### config.mk
export PLATFORM = sky130hd
export DESIGN_NAME = apb_uart
export DESIGN_NICKNAME = d
export VERILOG_FILES = /design/src/rtl/uart_pkg.sv /design/src/rtl/uart_fifo.sv /design/src/rtl/uart_tx.sv /design/src/rtl/uart_rx.sv /design/src/rtl/apb_uart.sv
export SDC_FILE = /design/constraint.sdc
export NUM_CORES = 1
export LEC_CHECK = 0
export ABC_AREA = 1
export CAP_MARGIN = 20
export CELL_PAD_IN_SITES_DETAIL_PLACEMENT = 0
export CELL_PAD_IN_SITES_GLOBAL_PLACEMENT = 1
export CORE_MARGIN = 8
export CORE_UTILIZATION = 50
export DETAILED_ROUTE_END_ITERATION = 12
export DONT_BUFFER_PORTS = 1
export PLACE_DENSITY_LB_ADDON = 0.1
export RECOVER_POWER = 50
export SYNTH_ARGS = -nofsm -noshare
export SYNTH_HDL_FRONTEND = slang
export SYNTH_SLANG_ARGS = --single-unit
### constraint.sdc
create_clock -name clk_i -period 2.8 [get_ports clk_i]
set_clock_uncertainty 0.05 [all_clocks]
set_input_delay 0.28 -clock clk_i [delete_from_list [all_inputs] [get_ports clk_i]]
set_output_delay 0.28 -clock clk_i [all_outputs]
set_load 0.005 [all_outputs]
### src/rtl/uart_pkg.sv
// ==============================
// UART peripheral shared definitions
// Widths, APB register map, control and status bit positions
// and the serial state machine encodings
// ==============================
package uart_pkg;

    localparam int UART_DATA_W     = 8;
    localparam int CLK_DIV_W       = 16;
    localparam int APB_ADDR_W      = 8;
    localparam int APB_DATA_W      = 32;
    localparam int CTRL_W          = 4;
    localparam int STAT_W          = 3;
    localparam int UART_FIFO_DEPTH = 16;

    typedef logic [UART_DATA_W-1:0] uart_data_t;
    typedef logic [CLK_DIV_W-1:0]   clk_div_t;
    typedef logic [APB_ADDR_W-1:0]  apb_addr_t;
    typedef logic [APB_DATA_W-1:0]  apb_data_t;

    // Register map, byte addresses
    localparam apb_addr_t CLK_DIVIDER_ADDR = 8'h00;
    localparam apb_addr_t CONTROL_ADDR     = 8'h04;
    localparam apb_addr_t STATUS_ADDR      = 8'h08;
    localparam apb_addr_t TX_DATA_ADDR     = 8'h0C;
    localparam apb_addr_t RX_DATA_ADDR     = 8'h10;

    localparam int CTRL_TX_EN       = 0;
    localparam int CTRL_RX_EN       = 1;
    localparam int CTRL_PARITY_EVEN = 2;
    localparam int CTRL_PARITY_ODD  = 3;

    localparam int STAT_RX_EMPTY   = 0;
    localparam int STAT_TX_FULL    = 1;
    localparam int STAT_PARITY_ERR = 2;

    typedef enum logic [2:0] {TX_IDLE, TX_START, TX_DATA, TX_PARITY, TX_STOP} uart_tx_state_t;
    typedef enum logic [2:0] {RX_IDLE, RX_START, RX_DATA, RX_PARITY, RX_STOP} uart_rx_state_t;

endpackage

### src/rtl/uart_fifo.sv
// ==============================
// Synchronous byte FIFO with valid/ready
// handshakes on both sides
// ==============================
`timescale 1ns/1ps

module uart_fifo #(
    parameter int FIFO_DEPTH = uart_pkg::UART_FIFO_DEPTH
) (
    input  logic                clk_i,
    input  logic                rstn_i,
    input  logic                s_valid_i,
    input  uart_pkg::uart_data_t s_data_i,
    output logic                s_ready_o,
    output logic                m_valid_o,
    output uart_pkg::uart_data_t m_data_o,
    input  logic                m_ready_i
);
    import uart_pkg::*;

    localparam int ADDR_W = $clog2(FIFO_DEPTH);

    uart_data_t mem [FIFO_DEPTH];

    // Pointers carry one extra wrap bit to tell full from empty
    logic [ADDR_W:0] wr_ptr_q;
    logic [ADDR_W:0] rd_ptr_q;
    logic            full;
    logic            empty;
    logic            push;
    logic            pop;

    assign empty = (wr_ptr_q == rd_ptr_q);
    assign full  = (wr_ptr_q[ADDR_W] != rd_ptr_q[ADDR_W]) &&
                   (wr_ptr_q[ADDR_W-1:0] == rd_ptr_q[ADDR_W-1:0]);

    assign s_ready_o = ~full;
    assign m_valid_o = ~empty;
    assign m_data_o  = mem[rd_ptr_q[ADDR_W-1:0]];

    assign push = s_valid_i & s_ready_o;
    assign pop  = m_valid_o & m_ready_i;

    always_ff @(posedge clk_i) begin
        if (!rstn_i) begin
            wr_ptr_q <= '0;
            rd_ptr_q <= '0;
        end else begin
            if (push) begin
                wr_ptr_q <= wr_ptr_q + 1'b1;
            end
            if (pop) begin
                rd_ptr_q <= rd_ptr_q + 1'b1;
            end
        end
    end

    always_ff @(posedge clk_i) begin
        if (push) begin
            mem[wr_ptr_q[ADDR_W-1:0]] <= s_data_i;
        end
    end

endmodule

### src/rtl/uart_tx.sv
// ==============================
// UART serializer, 8 data bits LSB first
// with optional parity and one stop bit
// ==============================
`timescale 1ns/1ps

module uart_tx (
    input  logic                 clk_i,
    input  logic                 rstn_i,
    input  uart_pkg::clk_div_t   clk_div_i,
    input  logic                 parity_even_i,
    input  logic                 parity_odd_i,
    input  logic                 s_valid_i,
    input  uart_pkg::uart_data_t s_data_i,
    output logic                 s_ready_o,
    output logic                 uart_tx_o
);
    import uart_pkg::*;

    uart_tx_state_t                   state_q;
    clk_div_t                         cnt_q;
    logic [$clog2(UART_DATA_W)-1:0]   bit_idx_q;
    uart_data_t                       shift_q;
    logic                             par_bit_q;
    logic                             par_en_q;
    logic                             tx_q;
    logic                             bit_end;

    assign s_ready_o = (state_q == TX_IDLE);
    assign uart_tx_o = tx_q;
    assign bit_end   = (cnt_q == clk_div_i);

    always_ff @(posedge clk_i) begin
        if (!rstn_i) begin
            state_q   <= TX_IDLE;
            cnt_q     <= '0;
            bit_idx_q <= '0;
            par_en_q  <= 1'b0;
            tx_q      <= 1'b1;
        end else begin
            if (state_q == TX_IDLE || bit_end) begin
                cnt_q <= '0;
            end else begin
                cnt_q <= cnt_q + 1'b1;
            end

            case (state_q)
                TX_IDLE: begin
                    if (s_valid_i) begin
                        par_en_q <= parity_even_i | parity_odd_i;
                        tx_q     <= 1'b0;
                        state_q  <= TX_START;
                    end
                end
                TX_START: begin
                    if (bit_end) begin
                        tx_q    <= shift_q[0];
                        state_q <= TX_DATA;
                    end
                end
                TX_DATA: begin
                    if (bit_end) begin
                        if (bit_idx_q == UART_DATA_W - 1) begin
                            bit_idx_q <= '0;
                            tx_q      <= par_en_q ? par_bit_q : 1'b1;
                            state_q   <= par_en_q ? TX_PARITY : TX_STOP;
                        end else begin
                            bit_idx_q <= bit_idx_q + 1'b1;
                            tx_q      <= shift_q[0];
                        end
                    end
                end
                TX_PARITY: begin
                    if (bit_end) begin
                        tx_q    <= 1'b1;
                        state_q <= TX_STOP;
                    end
                end
                TX_STOP: begin
                    if (bit_end) begin
                        state_q <= TX_IDLE;
                    end
                end
                default: state_q <= TX_IDLE;
            endcase
        end
    end

    // Even parity takes priority when both modes are set
    always_ff @(posedge clk_i) begin
        if (s_ready_o && s_valid_i) begin
            shift_q   <= s_data_i;
            par_bit_q <= parity_even_i ? ^s_data_i : ~^s_data_i;
        end else if (bit_end && (state_q == TX_START || state_q == TX_DATA)) begin
            shift_q <= shift_q >> 1;
        end
    end

endmodule

### src/rtl/uart_rx.sv
// ==============================
// UART deserializer with mid-bit sampling,
// parity check and sticky parity error
// ==============================
`timescale 1ns/1ps

module uart_rx (
    input  logic                 clk_i,
    input  logic                 rstn_i,
    input  uart_pkg::clk_div_t   clk_div_i,
    input  logic                 parity_even_i,
    input  logic                 parity_odd_i,
    input  logic                 uart_rx_i,
    output logic                 m_valid_o,
    output uart_pkg::uart_data_t m_data_o,
    input  logic                 m_ready_i,
    output logic                 parity_err_o
);
    import uart_pkg::*;

    uart_rx_state_t                   state_q;
    clk_div_t                         cnt_q;
    logic [$clog2(UART_DATA_W)-1:0]   bit_idx_q;
    logic [1:0]                       sync_q;
    logic                             rx_prev_q;
    uart_data_t                       shift_q;
    logic                             par_q;
    logic                             par_en_q;
    logic                             par_odd_q;
    logic                             valid_q;
    logic                             err_q;
    logic                             rx_s;
    logic                             fall;
    logic                             bit_mid;
    logic                             par_bad;

    assign rx_s = sync_q[1];
    assign fall = rx_prev_q & ~rx_s;

    // The start bit is confirmed at half period, every later bit one full period on
    assign bit_mid = (state_q == RX_START) ? (cnt_q == (clk_div_i >> 1)) :
                                             (cnt_q == clk_div_i);

    assign par_bad = par_en_q & ((^{shift_q, par_q}) != par_odd_q);

    // The byte is offered for a single cycle and is lost if the FIFO is full
    assign m_valid_o    = valid_q;
    assign m_data_o     = shift_q;
    assign parity_err_o = err_q;

    always_ff @(posedge clk_i) begin
        if (!rstn_i) begin
            sync_q    <= 2'b11;
            rx_prev_q <= 1'b1;
            state_q   <= RX_IDLE;
            cnt_q     <= '0;
            bit_idx_q <= '0;
            par_en_q  <= 1'b0;
            par_odd_q <= 1'b0;
            valid_q   <= 1'b0;
            err_q     <= 1'b0;
        end else begin
            sync_q    <= {sync_q[0], uart_rx_i};
            rx_prev_q <= rx_s;
            valid_q   <= 1'b0;

            if (state_q == RX_IDLE || bit_mid) begin
                cnt_q <= '0;
            end else begin
                cnt_q <= cnt_q + 1'b1;
            end

            case (state_q)
                RX_IDLE: begin
                    if (fall) begin
                        par_en_q  <= parity_even_i | parity_odd_i;
                        par_odd_q <= ~parity_even_i & parity_odd_i;
                        state_q   <= RX_START;
                    end
                end
                RX_START: begin
                    // A glitch shorter than half a bit falls back to idle
                    if (bit_mid) begin
                        state_q <= rx_s ? RX_IDLE : RX_DATA;
                    end
                end
                RX_DATA: begin
                    if (bit_mid) begin
                        if (bit_idx_q == UART_DATA_W - 1) begin
                            bit_idx_q <= '0;
                            state_q   <= par_en_q ? RX_PARITY : RX_STOP;
                        end else begin
                            bit_idx_q <= bit_idx_q + 1'b1;
                        end
                    end
                end
                RX_PARITY: begin
                    if (bit_mid) begin
                        state_q <= RX_STOP;
                    end
                end
                RX_STOP: begin
                    if (bit_mid) begin
                        state_q <= RX_IDLE;
                        if (par_bad) begin
                            err_q <= 1'b1;
                        end else begin
                            valid_q <= 1'b1;
                        end
                    end
                end
                default: state_q <= RX_IDLE;
            endcase
        end
    end

    always_ff @(posedge clk_i) begin
        if (state_q == RX_DATA && bit_mid) begin
            shift_q <= {rx_s, shift_q[UART_DATA_W-1:1]};
        end
        if (state_q == RX_PARITY && bit_mid) begin
            par_q <= rx_s;
        end
    end

endmodule

### src/rtl/apb_uart.sv
// ==============================
// APB UART top level
// Register decode, TX holding register, FIFOs
// and serial engines
// ==============================
`timescale 1ns/1ps

module apb_uart #(
    parameter int FIFO_DEPTH = uart_pkg::UART_FIFO_DEPTH
) (
    input  logic                clk_i,
    input  logic                rstn_i,
    input  logic                psel_i,
    input  logic                penable_i,
    input  logic                pwrite_i,
    input  uart_pkg::apb_addr_t paddr_i,
    input  uart_pkg::apb_data_t pwdata_i,
    output uart_pkg::apb_data_t prdata_o,
    output logic                pready_o,
    output logic                pslverr_o,
    input  logic                uart_rx_i,
    output logic                uart_tx_o
);
    import uart_pkg::*;

    logic              access;
    logic              wr_en;
    logic              rd_en;
    logic              addr_mapped;
    logic              addr_ro;
    apb_data_t         rd_data;
    clk_div_t          clk_div_q;
    logic [CTRL_W-1:0] ctrl_q;
    logic [STAT_W-1:0] status;
    logic              tx_rstn;
    logic              rx_rstn;
    uart_data_t        tx_hold_data_q;
    logic              tx_hold_valid_q;
    logic              tx_fifo_s_valid;
    logic              tx_fifo_s_ready;
    logic              tx_fifo_m_valid;
    logic              tx_fifo_m_ready;
    uart_data_t        tx_fifo_m_data;
    logic              rx_fifo_s_valid;
    logic              rx_fifo_s_ready;
    uart_data_t        rx_fifo_s_data;
    logic              rx_fifo_m_valid;
    uart_data_t        rx_fifo_m_data;
    logic              rx_pop;
    logic              parity_err;

    assign access = psel_i & penable_i;
    assign wr_en  = access & pwrite_i;
    assign rd_en  = access & ~pwrite_i;

    assign tx_rstn = rstn_i & ctrl_q[CTRL_TX_EN];
    assign rx_rstn = rstn_i & ctrl_q[CTRL_RX_EN];

    assign status[STAT_RX_EMPTY]   = ~rx_fifo_m_valid;
    assign status[STAT_TX_FULL]    = tx_hold_valid_q;
    assign status[STAT_PARITY_ERR] = parity_err;

    always_comb begin
        rd_data     = '0;
        addr_mapped = 1'b1;
        addr_ro     = 1'b0;
        case (paddr_i)
            CLK_DIVIDER_ADDR: rd_data = apb_data_t'(clk_div_q);
            CONTROL_ADDR:     rd_data = apb_data_t'(ctrl_q);
            TX_DATA_ADDR:     rd_data = apb_data_t'(tx_hold_data_q);
            STATUS_ADDR: begin
                rd_data = apb_data_t'(status);
                addr_ro = 1'b1;
            end
            RX_DATA_ADDR: begin
                rd_data = apb_data_t'(rx_fifo_m_data);
                addr_ro = 1'b1;
            end
            default: addr_mapped = 1'b0;
        endcase
    end

    assign prdata_o  = rd_en ? rd_data : '0;
    assign pready_o  = 1'b1;
    assign pslverr_o = access & (~addr_mapped | (pwrite_i & addr_ro));

    assign rx_pop = rd_en & (paddr_i == RX_DATA_ADDR);

    always_ff @(posedge clk_i) begin
        if (!rstn_i) begin
            clk_div_q <= '0;
            ctrl_q    <= '0;
        end else if (wr_en) begin
            if (paddr_i == CLK_DIVIDER_ADDR) begin
                clk_div_q <= pwdata_i[CLK_DIV_W-1:0];
            end
            if (paddr_i == CONTROL_ADDR) begin
                ctrl_q <= pwdata_i[CTRL_W-1:0];
            end
        end
    end

    // The holding register keeps its byte while tx is disabled, so one byte
    // can be queued before the path is switched on
    assign tx_fifo_s_valid = tx_hold_valid_q & ctrl_q[CTRL_TX_EN];

    always_ff @(posedge clk_i) begin
        if (!rstn_i) begin
            tx_hold_data_q  <= '0;
            tx_hold_valid_q <= 1'b0;
        end else if (wr_en && paddr_i == TX_DATA_ADDR) begin
            tx_hold_data_q  <= pwdata_i[UART_DATA_W-1:0];
            tx_hold_valid_q <= 1'b1;
        end else if (tx_fifo_s_valid && tx_fifo_s_ready) begin
            tx_hold_valid_q <= 1'b0;
        end
    end

    uart_fifo #(
        .FIFO_DEPTH(FIFO_DEPTH)
    ) i_fifo_tx (
        .clk_i    (clk_i),
        .rstn_i   (tx_rstn),
        .s_valid_i(tx_fifo_s_valid),
        .s_data_i (tx_hold_data_q),
        .s_ready_o(tx_fifo_s_ready),
        .m_valid_o(tx_fifo_m_valid),
        .m_data_o (tx_fifo_m_data),
        .m_ready_i(tx_fifo_m_ready)
    );

    uart_tx i_uart_tx (
        .clk_i        (clk_i),
        .rstn_i       (tx_rstn),
        .clk_div_i    (clk_div_q),
        .parity_even_i(ctrl_q[CTRL_PARITY_EVEN]),
        .parity_odd_i (ctrl_q[CTRL_PARITY_ODD]),
        .s_valid_i    (tx_fifo_m_valid),
        .s_data_i     (tx_fifo_m_data),
        .s_ready_o    (tx_fifo_m_ready),
        .uart_tx_o    (uart_tx_o)
    );

    uart_rx i_uart_rx (
        .clk_i        (clk_i),
        .rstn_i       (rx_rstn),
        .clk_div_i    (clk_div_q),
        .parity_even_i(ctrl_q[CTRL_PARITY_EVEN]),
        .parity_odd_i (ctrl_q[CTRL_PARITY_ODD]),
        .uart_rx_i    (uart_rx_i),
        .m_valid_o    (rx_fifo_s_valid),
        .m_data_o     (rx_fifo_s_data),
        .m_ready_i    (rx_fifo_s_ready),
        .parity_err_o (parity_err)
    );

    uart_fifo #(
        .FIFO_DEPTH(FIFO_DEPTH)
    ) i_fifo_rx (
        .clk_i    (clk_i),
        .rstn_i   (rx_rstn),
        .s_valid_i(rx_fifo_s_valid),
        .s_data_i (rx_fifo_s_data),
        .s_ready_o(rx_fifo_s_ready),
        .m_valid_o(rx_fifo_m_valid),
        .m_data_o (rx_fifo_m_data),
        .m_ready_i(rx_pop)
    );

endmodule

After elaboration in Yosys (flattened, before gate mapping). Memories as Yosys holds them, arrays and structs flattened. A register that Yosys moved wholly into a read port is not among the register bits. Cells that the tools add are included.

Bits in registers: 120. Bits in latches: 0. Memory bits (writable): 256. Memory bits (read-only): 0. Input port bits: 46. Output and inout port bits: 35. Word-level logic and storage cells: 180. Memories kept: 2.

Memories: i_fifo_rx.mem (words 16, bits a word 8, read ports 1, clocked after Yosys merged registers in 1, write ports 1, RTL line uart_fifo.sv:23) `uart_data_t mem [FIFO_DEPTH];`; i_fifo_tx.mem (words 16, bits a word 8, read ports 1, clocked after Yosys merged registers in 1, write ports 1, RTL line uart_fifo.sv:23).

Add/sub/neg operators: 8. Multipliers: 0. Div/mod/pow operators: 0. Order comparisons: 0. Eq/ne operators: 36. Shift-type cells: 0. Muxes and demuxes: 45. Bitwise operators: 28. Reductions and logical operators: 35.

Operators with widths (count): one-hot mux 16 bit (5 select lines) (1); 2-to-1 mux 3 bit (16); adder 16 x 1 -> 16 bit (second input constant) (2); == test 16 bit (2); 2-to-1 mux 32 bit (1); one-hot mux 3 bit (5 select lines) (2); != test 2 x 1 -> 1 bit (second input constant) (11); adder 5 x 1 -> 5 bit (second input constant) (4); 2-to-1 mux 1 bit (17); AND 1 bit (16); == test 16 x 15 -> 1 bit (1); == test 8 x 4 -> 1 bit (second input constant) (2); 2-to-1 mux 4 bit (4); 2-to-1 mux 8 bit (2); == test 3 x 2 -> 1 bit (second input constant) (4); == test 3 bit (second input constant) (4); AND reduction 2 bit (6); AND reduction 6 bit (2); == test 5 bit (2); inverter 1 bit (10); XOR reduction 9 bit (1); == test 4 bit (2); == test 8 x 3 -> 1 bit (second input constant) (1); == test 8 x 5 -> 1 bit (second input constant) (1); other kinds (19) (38).

Logic depth before layout (Yosys ltp). Gate-level depths: netlist (run 1).

Word-level depth: 6. Depth in mapped cells: 17. Mapped depth without buffers: 16.

Modules after synthesis. Synthesis (run 1) repeated with hierarchy kept, for this count alone.

Cell total of the unflattened synthesis: 1970. Area total of the unflattened synthesis: 18087.3 um2.

Modules (own cells, without submodules): uart_fifo (instances 2, cells an instance 536, area an instance 6025.8 um2, seq. area each 4124.0 um2); uart_rx (instances 1, cells an instance 344, area an instance 2319.7 um2, seq. area each 850.8 um2); uart_tx (instances 1, cells an instance 281, area an instance 1926.8 um2, seq. area each 750.7 um2); apb_uart (instances 1, cells an instance 273, area an instance 1789.2 um2, seq. area each 580.6 um2).

Worst setup path before layout (run 1). No wires, ideal clock.

Path kind: register to register. From: register i_uart_tx.cnt_q[7]. To: register i_uart_tx.shift_q[0], enable pin. Library setup time: 375 ps. Arrival: 1616 ps. Data required time: 2375 ps. Path slack: 758 ps. Stages on the path, launching flop included: 9. Path buffers: 1. Clock period less this slack: 2042 ps. Cells stage by stage: dfxtp_1 clkbuf_1 xnor2_1 nand4_1 nor2_1 nand2_1 o21ai_0 inv_1 a21oi_1.

Word-level cells in the longest chain between the ends: 3.

Ends and longest elaborated chain: start: declaration (RTL line uart_tx.sv:21) `clk_div_t cnt_q;`; start signal: assignment (RTL line uart_tx.sv:44) `cnt_q <= cnt_q + 1'b1;`; == test 16 bit (RTL line uart_tx.sv:31) `assign bit_end = (cnt_q == clk_div_i);`; logical AND 1 bit (RTL line uart_tx.sv:94) `end else if (bit_end && (state_q == TX_START || state_q == TX_DATA)) begin`; nonzero test 2 bit (no source line); end signal: assignment (RTL line uart_tx.sv:92) `shift_q <= s_data_i;`; end signal: assignment (RTL line uart_tx.sv:95) `shift_q <= shift_q >> 1;`; end: declaration (RTL line uart_tx.sv:23) `uart_data_t shift_q;`.

No other way between the ends. A chain may end at the register's enable or synchronous reset.

==> impl_metrics.csv, run 1 <==
group,metric,value,unit
synth,synth-edff-count,274,
floorplanning,initial_core_util,0.505,
timing,setup-tns-final,0,ns
routing,routed.top_layer,"met4",
floorplanning,ioPinCount,81,
floorplanning,core,0.0343,mm2
placed_design,io_buffers,0,
routing,routed_wl,41800,um
power,p_int,9.32,mW
grt,grt-ovfl-total,0,
timing,hold_viol_final,0,
routing,drt_first_pass_iters,5,
layout,register_area,0.0104,mm2
routing,drt.antenna.violating_nets,0,
critical_path,crit_path_cell_trace,"buf_12 -> buf_6 -> mux2i_2 -> o211ai_1 -> nand3_1 -> a21oi_2 -> nor2_1 -> a21oi_1 -> buf_4",
run,cap_violations,0,
critical_path,critPathSlowestCell,"dfxtp_4",
critical_path,crit_cells,9,
synth,yosysWarnings,0,
critical_path,slowest_delay,0.40,ns
routing,met2_length,20300,um
synth,synth.area.top_cells,"edfxtp_1 (48%), dfxtp_1 (13%), nand2_1 (9.2%), inv_1 (4.6%), nand3_1 (4.3%)",
layout,multi_input_area,0.00582,mm2
timing,worstMarginPinSlew,1.10,ns
power,swShare,0.191,
power,ir_drop,0.603,mV
synth,ys.flop_type,"edfxtp_1",
clock_network,cts_buffers,42,
critical_path,regToRegEndpoint,"i_uart_rx.bit_idx_q[0]",
routing,wl_met3,1850,um
routing,drcViolationCount,0,
routing,routedLengthMet1,18300,um
clock_network,cts_root_buf,"clkbuf_16",
layout,diodes,0,
synth,yosys_register_bits,384,
placed_design,hpwl,27500,um
grt,grt_pass1_vias,12100,
layout,fillers,2990,
timing,slew_viol_final,0,
timing,slew_headroom,0.270,
critical_path,critPathMaxFanout,8,
synth,synth_top_area_frac,0.475,
clock_network,clk_pin_slew,0.06,ns
power,post-layout-total-power,11.5,mW
grt,antenna_found_initial,0,
critical_path,path_buf_inv,3,
synth,synth_top_area_cell,"edfxtp_1",
placed_design,place.gp.congestion,0.819,
routing,first_iter_violations,745,
floorplanning,dieArea,0.0408,mm2
power,pwr-share-clk,0.474,
grt,grt.total_usage,0.200,
power,p_sw,2.20,mW
critical_path,crit_required,2.47,ns
floorplanning,die_h,202,um
timing,final.min_clock_period,2.73,ns
timing,finalSetupViolCount,0,
synth,avgSynthCellArea,9.49,um2
grt,grt_first_pass_wirelength,65400,um
timing,clock.fmax,367,MHz
synth,synth_cells,1823,
clock_network,cts_sinks,384,
layout,fin_nets,1962,
power,p_per_area,580,mW/mm2
clock_network,cts_buffer_depth,3,
power,seqPwrFrac,0.521,
floorplanning,rows,68,
clock_network,cts_tree,"done",
critical_path,worstSetupStartpointType,"flip-flop",
floorplanning,die_w,202,um
min_path,hp-class,"input pin to flip-flop",
synth,netlist_area,0.0173,mm2
routing,via_per_inst,5.23,
synth,seq_area_frac_synth,0.603,
synth,synth_cell_type_count,46,
critical_path,critPathArrivalTime,2.40,ns
clock_network,clk_latency,0.53,ns
outcome,status,"finished clean",
routing,vias,12500,
critical_path,end_kind,"output port",
clock_network,htreeDepth,2,
critical_path,r2r_cells,13,
power,comb_power_share,0.005,
critical_path,r2r_slack,0.37,ns
layout,syn_to_final_growth,14.7,%
synth,async_reset_ff_frac,0,
critical_path,cpLargestDelayFamily,"compound AO/OA/AOI/OAI gates",
critical_path,endpoint,"prdata_o[3]",
timing,finalCritPeriodShare,0.974,
critical_path,path_class,"flip-flop to output port",
layout,layout-drive-gt1-share,0.0839,
grt,grt_max_degree,66,
critical_path,worstReg2RegStart,"i_uart_rx.state_q[0]",
power,p_leak,7.60,nW
routing,routedWlPerCell,17.5,um
## worst min-delay path by stage
| stage | startpoint | end | slack (ns) | depth (start not counted) |
|---|---|---|---|---|
| 4_1_cts | rstn_i | i_uart_tx.bit_idx_q[0] | 0.007 | 3 |
| 3_5_place_dp | uart_rx_i | i_uart_rx.sync_q[0] | 0.35 | 1 |
| 3_3_place_gp | uart_rx_i | i_uart_rx.sync_q[0] | 0.34 | 1 |
| 5_1_grt | rstn_i | i_fifo_tx.wr_ptr_q[4] | 0.03 | 3 |
| 6_report | rstn_i | i_fifo_tx.wr_ptr_q[4] | 0.02 | 3 |
| 2_1_floorplan | uart_rx_i | i_uart_rx.sync_q[0] | 0.34 | 1 |
## synth_stat cells (3+ instances only)
library cell  count
a21oi_1          92
a31oi_1           7
buf_1             4
buf_2            14
buf_4            18
clkbuf_1         42
dfxtp_1         110
edfxtp_1        274
ha_1             16
inv_1           210
inv_2             4
mux2i_1          32
nand2_1         426
nand2_2           4
nand3_1         147
nand4_1          12
nor2_1          152
nor2_4            3
nor3_1           32
nor3b_1           5
nor4_1            3
o211ai_1         23
o21a_1            4
o21ai_0         118
or2_2             4
xnor2_1          21
xor2_1           22
## sequential cells by signal (all words and copies together) (netlist names), 8 cells and up, named ones only
| register | cells |
|---|---|
| i_uart_rx.cnt_q | 16 |
| i_uart_tx.cnt_q | 16 |
| i_fifo_rx.mem | 128 |
| i_fifo_tx.mem | 128 |
| tx_hold_data_q | 8 |
| clk_div_q | 16 |
| i_uart_rx.m_data_o | 8 |
| i_uart_tx.shift_q | 8 |
## final cells by class
type | instances | area share
flip-flops and latches | 384 | 0.526
multi-input cells | 1160 | 0.293
clock buffers | 62 | 0.0615
repair buffers | 97 | 0.0431
inverters | 215 | 0.0407
well taps | 455 | 0.0287
clock inverters | 13 | 0.00719
## layout by cell type (no fill, tap or decap), drive strengths merged, types with 2 or more instances in the layout
| cell | synthesis | layout |
|---|---|---|
| nand3b | 2 | 2 |
| clkbuf | 42 | 80 |
| mux2i | 32 | 32 |
| a31oi | 7 | 7 |
| clkinv | 1 | 10 |
| xnor2 | 21 | 21 |
| nand3 | 148 | 148 |
| conb | 2 | 17 |
| nor4 | 4 | 4 |
| bufinv | 0 | 3 |
| inv | 214 | 215 |
| dlygate4sd3 | 0 | 18 |
| or2 | 4 | 4 |
| nor2 | 157 | 157 |
| nor3b | 5 | 5 |
| nand4 | 12 | 12 |
| xor2 | 22 | 22 |
| dfxtp | 110 | 110 |
| o21ai | 119 | 119 |
| a21oi | 93 | 93 |
| edfxtp | 274 | 274 |
| nor3 | 34 | 34 |
| o211ai | 23 | 23 |
| nand2 | 432 | 432 |
| o21a | 4 | 4 |
| a211oi | 2 | 2 |
| o211a | 2 | 2 |
| buf | 37 | 61 |
| ha | 16 | 16 |
## repair_timing
action	CTS	global route
gates cloned	0	3
setup endpoints to repair	4	7
gates resized for setup	7	24
pin swaps	0	12
endpoints found under the hold margin	30	0
buffers inserted	0	8
hold buffers	18	0
## tightest hold or removal path: stages
cell and delay (ns):
nand2_1 0.05, buf_4 0.17, a21oi_1 0.05
## cells by family (layout without fill, tap and decap cells)
| group | Yosys count | after routing | share of synthesized area |
|---|---|---|---|
| buffers and inverters | 294 | 387 | 0.0691 |
| other | 2 | 17 | 0.000434 |
| AO/OA/AOI/OAI | 254 | 254 | 0.0795 |
| flip-flops | 384 | 384 | 0.603 |
| AND/OR/NAND/NOR | 798 | 798 | 0.196 |
| multiplexers | 32 | 32 | 0.0185 |
| XOR/XNOR | 43 | 43 | 0.0218 |
| adder cells (fa/ha/maj) | 16 | 16 | 0.0116 |
## routing by layer
| layer | GRT usage | up-vias |
|---|---|---|
| met2 | 0.344 | 279 |
| met1 | 0.261 | 5903 |
| met4 | 0.0631 | 0 |
| met3 | 0.0240 | 82 |
| li1 | - | 6216 |
| met5 | 0 | - |
## power by group through the flow
stage / Combinational (mW) / Sequential [mW] / Clock (mW)
3_5_place_dp: 0.0301 / 6.13 / 0
5_1_grt: 0.0619 / 6.00 / 5.75
6_report: 0.0570 / 6.01 / 5.46
4_1_cts: 0.0561 / 6.01 / 5.55
2_1_floorplan: 0.0421 / 6.13 / 0
3_3_place_gp: 0.0298 / 6.13 / 0
## metrics by stage
step | cells | hold slack (ns) | utilization | area [um2] | setup WS [ns]
global placement | 2282 | 0.340 | 0.528 | 18100 | 0.386
floorplan | 1838 | 0.337 | - | 17400 | 0.758
CTS | 2375 | 0.00720 | 0.574 | 19700 | 0.00605
global route | 2386 | 0.0267 | 0.579 | 19900 | -0.0000511
finish | 2386 | 0.0213 | 0.579 | 19900 | 0.0733
detailed placement | 2282 | 0.348 | 0.528 | 18100 | 0.355
(Power assumes the default switching activity.)
==> run 2, diff against run 1 <==
Settings changed: PLACE_DENSITY set to 0.87, PLACE_DENSITY_LB_ADDON 0.1 to unset.
==> run 2 against run 1 <==
Effect of this change: wire length decreased by 3.1%; final area decreased by 0.98%; critical path depth decreased by 4; first-iteration DRC count increased by 34%; sequential cell count unchanged; non-clock buffer count decreased by 2; die area unchanged; sequential power about the same; power decreased by 0.66%; worst hold slack improved by 0.11 ns; final cell count decreased by 0.13%; critical endpoint is now prdata_o[0]; largest power group unchanged.
==> impl_metrics.csv, run 2 (synthesized netlist as in run 1, its figures left out) <==
group,metric,value,unit
grt,antenna_found_initial,0,
placed_design,io_buffers,0,
critical_path,end_kind,"output port",
critical_path,r2r_slack,0.32,ns
critical_path,worstReg2RegStart,"i_fifo_rx.wr_ptr_q[1]",
power,seqPwrFrac,0.525,
timing,finalCritPeriodShare,0.962,
grt,grt_first_pass_wirelength,64200,um
placed_design,placed_area,0.0181,mm2
grt,grt_pass1_vias,12100,
placed_design,place.gp.congestion,0.849,
timing,clock.fmax,371,MHz
layout,multi_input_area,0.00576,mm2
power,comb_power_share,0.005,
routing,routed_wl,40500,um
layout,fillers,2904,
routing,drt.antenna.violating_nets,0,
timing,slew_headroom,0.272,
power,p_per_area,582,mW/mm2
power,p_sw,2.15,mW
placed_design,hpwl,26800,um
floorplanning,core,0.0343,mm2
clock_network,clk_latency,0.53,ns
timing,slew_viol_final,0,
critical_path,cpLargestDelayFamily,"buffers and inverters",
floorplanning,dieArea,0.0408,mm2
run,cap_violations,0,
routing,drcViolationCount,0,
clock_network,clk_pin_slew,0.06,ns
outcome,status,"finished clean",
floorplanning,initial_core_util,0.505,
critical_path,crit_path_cell_trace,"clkbuf_1 -> nand2_1 -> o211a_1 -> a31oi_1 -> buf_4",
floorplanning,rows,68,
critical_path,path_buf_inv,2,
critical_path,crit_required,2.47,ns
routing,routedWlPerCell,17.0,um
critical_path,crit_cells,5,
critical_path,endpoint,"prdata_o[0]",
floorplanning,die_w,202,um
power,p_leak,7.54,nW
clock_network,cts_tree,"done",
floorplanning,ioPinCount,81,
clock_network,cts_buffers,40,
min_path,hp-class,"input pin to flip-flop",
critical_path,r2r_cells,9,
critical_path,slowest_delay,0.72,ns
grt,grt_max_degree,35,
power,swShare,0.188,
critical_path,critical_path.startpoint,"tx_hold_data_q[0]",
grt,grt.total_usage,0.196,
routing,drt_first_pass_iters,7,
critical_path,critPathArrivalTime,2.36,ns
critical_path,critPathSlowestCell,"clkbuf_1",
layout,syn_to_final_growth,13.6,%
timing,final.min_clock_period,2.69,ns
clock_network,htreeDepth,2,
floorplanning,die_h,202,um
power,pwr-share-clk,0.470,
critical_path,critPathMaxFanout,18,
layout,final_common_cell,"nand2_1",
clock_network,cts_root_buf,"clkbuf_16",
layout,layout_common_cells,"nand2_1 (426), edfxtp_1 (274), inv_1 (210)",
placed_design,dp_cells,2289,
layout,finalNonFillerCells,2383,
timing,worstMarginPinSlew,1.09,ns
routing,vias,12700,
timing,fin_ws,0.108,ns
placed_design,place_ws,0.373,ns
layout,fin_nets,1958,
power,post-layout-total-power,11.4,mW
clock_network,cts_sinks,384,
layout,design_area,0.0197,mm2
layout,register_area,0.0104,mm2
routing,first_iter_violations,997,
grt,grt-ovfl-total,0,
critical_path,regToRegEndpoint,"i_fifo_rx.wr_ptr_q[4]",
timing,finalSetupViolCount,0,
timing,hold_viol_final,0,
power,p_int,9.29,mW
routing,via_per_inst,5.32,
layout,layout-drive-gt1-share,0.0758,
clock_network,cts_buffer_depth,3,
critical_path,path_class,"flip-flop to output port",
critical_path,worstSetupStartpointType,"flip-flop",
power,ir_drop,0.573,mV
## run 2: cell count changes in the layout (fill, tap and decap cells not counted), sizes merged
cell / previous run / this run
buf: 61 / 62
bufinv: 3 / 6
clkbuf: 80 / 70
clkinv: 10 / 11
clkinvlp: 0 / 1
diode: 0 / 1
## run 2: layout make-up
cell class / count / share of cell area
flip-flops and latches: 384 / 0.531
well taps: 455 / 0.0290
multi-input cells: 1160 / 0.293
clock inverters: 18 / 0.0131
repair buffers: 95 / 0.0379
inverters: 215 / 0.0411
clock buffers: 55 / 0.0548
diodes: 1 / 0.000127
## run 2: metrics by stage
step	TNS (ns)	hold WS, ns	utilization
3_5_place_dp	0	0.343	0.529
2_1_floorplan	0	0.337	-
6_report	0	0.136	0.573
3_3_place_gp	0	0.339	0.529
5_1_grt	-0.0140	0.138	0.573
4_1_cts	0	0.105	0.574
## run 2: power groups by stage
stage               clock network (mW)  registers, mW  logic, mW
CTS                               5.45           6.01     0.0581
global placement                     0           6.13     0.0312
finish                            5.38           6.01     0.0602
global route                      5.70           6.00     0.0654
detailed placement                   0           6.13     0.0313
floorplan                            0           6.13     0.0421
## run 2: worst min path at each step
stage / start / endpoint / slack (ns) / cells past startpoint
2_1_floorplan: uart_rx_i / i_uart_rx.sync_q[0] / 0.34 / 1
3_3_place_gp: uart_rx_i / i_uart_rx.sync_q[0] / 0.34 / 1
3_5_place_dp: uart_rx_i / i_uart_rx.sync_q[0] / 0.34 / 1
4_1_cts: paddr_i[2] / ctrl_q[2] / 0.10 / 3
5_1_grt: paddr_i[2] / ctrl_q[0] / 0.14 / 3
6_report: paddr_i[2] / ctrl_q[2] / 0.14 / 3
## run 2: timing repair
item	CTS	global route
setup endpoints to repair	8	6
hold endpoints to repair	30	0
buffers inserted	2	0
gates cloned	0	0
gates resized for setup	0	8
hold buffers	18	0
## run 2: worst min-delay path, stage by stage
cell and delay (ns):
nand3_1 0.10, nor2_1 0.13, a21oi_1 0.16
## run 2: per-layer routing
layer | vias up | part of all wire | GRT usage | wire, um
met1 | 6000 | 0.43 | 0.258 | 17400
met3 | 73 | 0.068 | 0.0347 | 2750
met4 | 0 | 0.026 | 0.0579 | 1060
met5 | - | 0 | 0 | 0
li1 | 6209 | - | - | -
met2 | 391 | 0.48 | 0.328 | 19300
